--- src/logic/fir_pkg.sv ---
// shared widths, types and coefficient tables for the filter bank
package fir_pkg;

	// widths with a meaning of their own
	localparam int SAMPLE_W = 16;
	localparam int COEF_W = 8;
	localparam int ACC_W = 28;
	localparam int CHAN_W = 2;

	// kernel shape and channel count
	localparam int NUM_TAPS = 7;
	localparam int NUM_CHAN = 3;

	// unsigned pixel sample from the row stream
	typedef logic [SAMPLE_W-1:0] sample_t;

	// coefficient magnitude, signs are not kept
	typedef logic [COEF_W-1:0] coef_t;

	// widest set weight is 673 so 26 bits would do
	typedef logic [ACC_W-1:0] acc_t;

	// channel tag carried with every result
	typedef logic [CHAN_W-1:0] chan_t;

	// coefficient rows, indexed by channel then tap
	// tap 0 weights the newest sample
	localparam coef_t COEF_SETS [NUM_CHAN][NUM_TAPS] = '{
		// smoothing
		'{8'd4, 8'd42, 8'd163, 8'd255, 8'd163, 8'd42, 8'd4},
		// wide derivative magnitude
		'{8'd15, 8'd25, 8'd193, 8'd0, 8'd193, 8'd25, 8'd15},
		// narrow derivative magnitude
		'{8'd9, 8'd56, 8'd109, 8'd0, 8'd109, 8'd56, 8'd9}
	};

	// one filter result on the shared bus
	typedef struct packed {
		chan_t chan;
		acc_t  sum;
	} fir_result_t;

	// output stage of the arbiter
	// IDLE is empty, HOLD has a result waiting for out_ready
	typedef enum logic [0:0] {
		IDLE,
		HOLD
	} arb_state_t;

endpackage

--- src/logic/fir_tap_filter.sv ---
`timescale 1ns/1ps

// one seven-tap symmetric FIR channel with a single result slot
module fir_tap_filter #(
	parameter fir_pkg::chan_t CHAN = 2'd0
) (
	input  logic                clk,
	input  logic                rst_n,
	input  logic                sample_valid,
	input  fir_pkg::sample_t    sample,
	input  logic                res_ready,
	output logic                res_valid,
	output fir_pkg::fir_result_t res
);

	// six stored samples, delay_q[0] is the most recent one
	fir_pkg::sample_t delay_q [fir_pkg::NUM_TAPS-1];

	// tap window seen by the multipliers
	// taps[0] is the sample arriving this cycle
	fir_pkg::sample_t taps [fir_pkg::NUM_TAPS];

	// weighted sum over the current window
	fir_pkg::acc_t sum_next;

	// stored result of the slot
	fir_pkg::acc_t sum_q;

	// slot drains on the grant edge
	logic res_take;

	assign res_take = res_valid && res_ready;

	// window is the incoming sample followed by the delay line
	always_comb
	begin
		taps[0] = sample;
		for (int i = 1; i < fir_pkg::NUM_TAPS; i++)
		begin
			taps[i] = delay_q[i-1];
		end
	end

	// multiply-accumulate over all seven taps
	// zero weights simply add nothing
	always_comb
	begin
		sum_next = '0;
		for (int i = 0; i < fir_pkg::NUM_TAPS; i++)
		begin
			sum_next = sum_next
				+ fir_pkg::acc_t'(taps[i])
				* fir_pkg::acc_t'(fir_pkg::COEF_SETS[CHAN][i]);
		end
	end

	// delay line shifts once per accepted sample
	always_ff @(posedge clk)
	begin
		if (!rst_n)
		begin
			for (int i = 0; i < fir_pkg::NUM_TAPS-1; i++)
			begin
				delay_q[i] <= '0;
			end
		end
		else if (sample_valid)
		begin
			delay_q[0] <= sample;
			for (int i = 1; i < fir_pkg::NUM_TAPS-1; i++)
			begin
				delay_q[i] <= delay_q[i-1];
			end
		end
	end

	// slot occupancy
	// the top level only sends a sample while every slot is empty
	always_ff @(posedge clk)
	begin
		if (!rst_n)
		begin
			res_valid <= 1'b0;
		end
		else if (sample_valid)
		begin
			res_valid <= 1'b1;
		end
		else if (res_take)
		begin
			res_valid <= 1'b0;
		end
	end

	// sum is captured on the same edge as the shift
	always_ff @(posedge clk)
	begin
		if (sample_valid)
		begin
			sum_q <= sum_next;
		end
	end

	// result leaves tagged with this channel
	always_comb
	begin
		res.chan = CHAN;
		res.sum = sum_q;
	end

endmodule

--- src/logic/result_arbiter.sv ---
`timescale 1ns/1ps

// round-robin merge of the channel results onto one output bus
module result_arbiter (
	input  logic                                       clk,
	input  logic                                       rst_n,
	input  logic [fir_pkg::NUM_CHAN-1:0]               req_valid,
	input  fir_pkg::fir_result_t [fir_pkg::NUM_CHAN-1:0] req,
	input  logic                                       out_ready,
	output logic [fir_pkg::NUM_CHAN-1:0]               grant,
	output logic                                       out_valid,
	output fir_pkg::fir_result_t                       out_result
);

	// output stage state
	fir_pkg::arb_state_t state_q;
	fir_pkg::arb_state_t state_next;

	// last channel that won a grant
	fir_pkg::chan_t last_q;

	// winner of this cycle
	fir_pkg::chan_t pick;
	logic           pick_found;

	// stage can take a new result this cycle
	logic can_load;

	// stage is empty or drains on this edge
	assign can_load = (state_q == fir_pkg::IDLE) || out_ready;

	// search starts one past the last winner and wraps around
	always_comb
	begin
		int idx;

		pick = last_q;
		pick_found = 1'b0;
		idx = 0;
		for (int k = 1; k <= fir_pkg::NUM_CHAN; k++)
		begin
			idx = (int'(last_q) + k) % fir_pkg::NUM_CHAN;
			if (!pick_found && req_valid[idx])
			begin
				pick_found = 1'b1;
				pick = fir_pkg::chan_t'(idx);
			end
		end
	end

	// grant doubles as the ready of the chosen channel
	always_comb
	begin
		grant = '0;
		if (can_load && pick_found)
		begin
			grant[pick] = 1'b1;
		end
	end

	// next state of the output stage
	always_comb
	begin
		state_next = state_q;
		case (state_q)
			fir_pkg::IDLE:
			begin
				if (pick_found)
				begin
					state_next = fir_pkg::HOLD;
				end
			end
			fir_pkg::HOLD:
			begin
				// refill on the drain edge keeps the bus busy
				if (out_ready && !pick_found)
				begin
					state_next = fir_pkg::IDLE;
				end
			end
			default:
			begin
				state_next = fir_pkg::IDLE;
			end
		endcase
	end

	always_ff @(posedge clk)
	begin
		if (!rst_n)
		begin
			state_q <= fir_pkg::IDLE;
		end
		else
		begin
			state_q <= state_next;
		end
	end

	// after reset channel 0 comes first
	always_ff @(posedge clk)
	begin
		if (!rst_n)
		begin
			last_q <= fir_pkg::chan_t'(fir_pkg::NUM_CHAN - 1);
		end
		else if (can_load && pick_found)
		begin
			last_q <= pick;
		end
	end

	// registered output data
	// only loads on a grant, so it holds while out_ready is low
	always_ff @(posedge clk)
	begin
		if (can_load && pick_found)
		begin
			out_result <= req[pick];
		end
	end

	assign out_valid = (state_q == fir_pkg::HOLD);

endmodule

--- src/logic/fir_bank.sv ---
`timescale 1ns/1ps

// three-channel row filter bank sharing one result bus
module fir_bank (
	input  logic                 clk,
	input  logic                 rst_n,
	input  logic                 in_valid,
	input  fir_pkg::sample_t     in_sample,
	input  logic                 out_ready,
	output logic                 in_ready,
	output logic                 out_valid,
	output fir_pkg::fir_result_t out_result
);

	// per-channel result slots
	logic [fir_pkg::NUM_CHAN-1:0]                 res_valid;
	fir_pkg::fir_result_t [fir_pkg::NUM_CHAN-1:0] res;

	// per-channel grant from the arbiter
	logic [fir_pkg::NUM_CHAN-1:0] grant;

	// sample taken on this edge by every channel
	logic sample_accept;

	// accept only when every slot is empty
	// so all channels see the same samples in lockstep
	assign in_ready = ~|res_valid;

	assign sample_accept = in_valid && in_ready;

	// one filter per coefficient set
	for (genvar g = 0; g < fir_pkg::NUM_CHAN; g++)
	begin : gen_chan
		fir_tap_filter #(
			.CHAN(fir_pkg::chan_t'(g))
		) fir_tap_filter_inst (
			.clk         (clk),
			.rst_n       (rst_n),
			.sample_valid(sample_accept),
			.sample      (in_sample),
			.res_ready   (grant[g]),
			.res_valid   (res_valid[g]),
			.res         (res[g])
		);
	end

	// merge the three slots onto the output bus
	result_arbiter result_arbiter_inst (
		.clk       (clk),
		.rst_n     (rst_n),
		.req_valid (res_valid),
		.req       (res),
		.out_ready (out_ready),
		.grant     (grant),
		.out_valid (out_valid),
		.out_result(out_result)
	);

endmodule

--- config.mk ---
export PLATFORM = sky130hd
export DESIGN_NAME = fir_bank
export DESIGN_NICKNAME = d
export VERILOG_FILES = /design/src/logic/fir_pkg.sv /design/src/logic/fir_tap_filter.sv /design/src/logic/result_arbiter.sv /design/src/logic/fir_bank.sv
export SDC_FILE = /design/constraint.sdc
export NUM_CORES = 2
export LEC_CHECK = 0
export CORE_UTILIZATION = 45
export CTS_CLUSTER_SIZE = 12
export DETAILED_ROUTE_END_ITERATION = 10
export DONT_BUFFER_PORTS = 1
export HOLD_SLACK_MARGIN = 0.15
export PLACE_DENSITY = 0.69
export SLEW_MARGIN = 20
export SYNTH_ARGS = -nofsm -noshare
export SYNTH_HDL_FRONTEND = slang
export SYNTH_SLANG_ARGS = --single-unit
--- constraint.sdc ---
create_clock -name clk -period 11.9 [get_ports clk]
set_input_delay 3.57 -clock clk [delete_from_list [all_inputs] [get_ports clk]]
set_output_delay 3.57 -clock clk [all_outputs]
set_load 0.02 [all_outputs]
==> impl_metrics.csv <==
group,metric,value,unit
run_status,status,"finished, final reports clean",
yosys,synth-edff-count,205,
routing,dr.first_iter.drc_count,1431,
yosys,synth.area.top_cells,"fa_1 37%, ha_1 20%, edfxtp_1 15%, inv_1 11%, xnor2_1 2.3%",
sta,finalSetupViolCount,0,
sta,period_minus_slack,11590,ps
sta,slew_violations,0,
yosys,async_reset_ff_share,0,%
clock_tree,cts_buffers,30,
global_route,grt_max_degree,81,
sta,fmax,0.0863,GHz
setup_path,cpMostUsedCell,"fa_1",
clock_tree,cts_max_path_buffers,3,
routing,wl_per_cell,19.6,um
floorplanning,dieHeight,304,um
placement,dp_slack,-456,ps
setup_path,arrival,11930,ps
clock_tree,clockRootBuffer,"clkbuf_16",
yosys,ys_warn_count,0,
sta,timing.final.crit_share,97.4,%
job,drv_cap,0,
placement,globalplace.congestion,0.918,
global_route,grt_pass1_wl,160000,um
routing,vias,26100,
routing,dr.pass1.iters,5,
clock_tree,cts_tree,"done",
finish,num_antenna_cells,0,
routing,routed_via_density,5.07,
setup_path,start_kind,"input pin",
yosys,synth_cells,3880,
sta,finClkSkew,31.9,ps
clock_tree,clk_latency,630,ps
yosys,synth_nets,5329,
setup_path,slowest_stage,"fa_1",
setup_path,cp_max_fo,8,
sta,finalHoldViolCount,0,
global_route,grtUsageTotal,22.7,%
clock_tree,cts.sinks,211,
floorplanning,pin_count,52,
hold_path,hold_path.class,"register to register",
setup_path,crit_path_end_kind,"register",
setup_path,critical_path_required,12250,ps
finish,area_delta_synth_final,7.20,%
yosys,ys_ff_latch,211,
yosys,yosysSeqAreaShare,15.2,%
clock_tree,path_clk_slew,60,ps
sta,tightest_slew,917,ps
yosys,synth_top_area_cell,"fa_1",
yosys,yosys.cell_types.count,84,
clock_tree,cts_resized,0,
floorplanning,initial_utilization,45.6,%
yosys,ys.flop_type,"edfxtp_1",
yosys,synth_area_per_cell,10.6,um^2
routing,routed_wl,101000,um
yosys,syn_area,41200,um^2
global_route,antenna_found_initial,0,
placement,dp_hpwl,83700,um
finish,fill_cells,8085,
finish,final_nets,5396,
floorplanning,die-area,92700,um^2
yosys,synth_top_area_share,37.3,%
clock_tree,cts_htree_levels,1,
floorplanning,design.core.area,90300,um^2
setup_path,critPathKind,"input pin to register",
setup_path,cpPeakStageDelay,580,ps
sta,setup_tns,0,ps
routing,drcViolationCount,0,
floorplanning,row_count,110,
sta,setup_ws,314,ps
finish,drive_gt1_share,3.83,%
global_route,grt_pass1_vias,27900,
floorplanning,die_w,304,um
clock_tree,postCtsSetupBuffers,0,
global_route,overflow,0,
sta,max-slew-margin-rel,37.3,%
routing,ant_nets,0,
placement,port-buffer-count,0,
clock_tree,cts_hold_buf,0,
## cells in the final DEF (no fill, tap or decap), types with 53 or more instances in the layout
master / synthesis / final
xnor2_1: 108 / 108
edfxtp_1: 205 / 205
buf_4: 2 / 60
o21ai_0: 54 / 53
fa_1: 767 / 767
inv_1: 1171 / 1170
nand2_1: 87 / 86
nor2_1: 75 / 75
a21o_1: 54 / 54
and2_1: 106 / 106
ha_1: 662 / 659
a21oi_1: 122 / 119
xor2_1: 57 / 57
## cell families (layout without fill, tap and decap cells)
kind of cell    after synthesis  after routing  synth area share, %
xor+xnor                    165            165                 3.51
buf+inv                    1198           1289                 11.0
compound gates              427            427                 6.84
flops                       211            211                 15.2
simple gates                421            421                 5.34
other cells                   1              1              0.00911
fa+ha+maj                  1429           1429                 57.4
mux                          28             28                0.681
## worst max-delay path: cells and delay by family
| family | cells | cell delay (ps) |
|---|---|---|
| adders and majority gates | 11 | 5100 |
| and+or+nand+nor | 2 | 190 |
| xor gates and xnor gates | 2 | 280 |
| buffers and inverters | 9 | 540 |
| AOI/OAI and AO/OA | 12 | 2240 |
## final timing paths
kind | startpoint | to | slack (ps) | depth (start not counted)
worst max-delay path | in_sample[2] | gen_chan[1].fir_tap_filter_inst.sum_q[25]$_DFFE_PP_ | 310 | 36
worst min-delay path | gen_chan[2].fir_tap_filter_inst.sum_q[5]$_DFFE_PP_ | result_arbiter_inst.out_result[5]$_DFFE_PP_ | 530 | 2
worst max register to register | gen_chan[2].fir_tap_filter_inst.delay_q[0][5]$_SDFFCE_PN0P_ | gen_chan[0].fir_tap_filter_inst.sum_q[25]$_DFFE_PP_ | 1660 | 33
worst min register to register | gen_chan[2].fir_tap_filter_inst.sum_q[5]$_DFFE_PP_ | result_arbiter_inst.out_result[5]$_DFFE_PP_ | 530 | 2
## layout make-up
type                            count  area, um^2  share of cell area (%)
Clock inverter                     21         280                   0.635
Timing Repair Buffer               61         462                    1.05
Multi-Input combinational cell   2471       30500                    69.0
Sequential cell                   211        6280                    14.2
Inverter                         1172        4400                    9.97
Tap cell                         1176        1470                    3.33
Clock buffer                       35         769                    1.74
## flip-flops by register name, indices dropped and copies added (netlist names)
signal                                  flops
result_arbiter_inst.out_result             29
result_arbiter_inst.last_q                  2
gen_chan.fir_tap_filter_inst.res_valid      3
result_arbiter_inst.out_valid               1
gen_chan.fir_tap_filter_inst.delay_q       96
gen_chan.fir_tap_filter_inst.sum_q         80
## per-layer routing
layer	vias to the layer above	wire, um	GRT usage (%)
met5	-	0	0
met4	0	6660	12.6
met3	193	3700	2.14
met2	542	50300	39.5
met1	13100	40000	27.7
li1	12200	-	-
## cells in the mapped netlist (54+ instances only)
library cell	count
a21o_1	54
fa_1	767
nand2_1	87
a21oi_1	122
xnor2_1	108
o21ai_0	54
xor2_1	57
edfxtp_1	205
nor2_1	75
inv_1	1171
ha_1	662
and2_1	106
## through the flow
| step | cells | utilization (%) | hold slack [ps] | cell area (um^2) |
|---|---|---|---|---|
| global placement | 5091 | 47.6 | 506 | 43000 |
| detailed placement | 5091 | 47.6 | 511 | 43000 |
| CTS | 5147 | 48.8 | 526 | 44100 |
| floorplan | 3880 | - | 493 | 41200 |
| global route | 5147 | 48.9 | 540 | 44100 |
| finish | 5147 | 48.9 | 525 | 44100 |
Power is left out: the tool's default activity adds up to more than one toggle a clock period on the data nets, which glitch-free logic cannot reach.
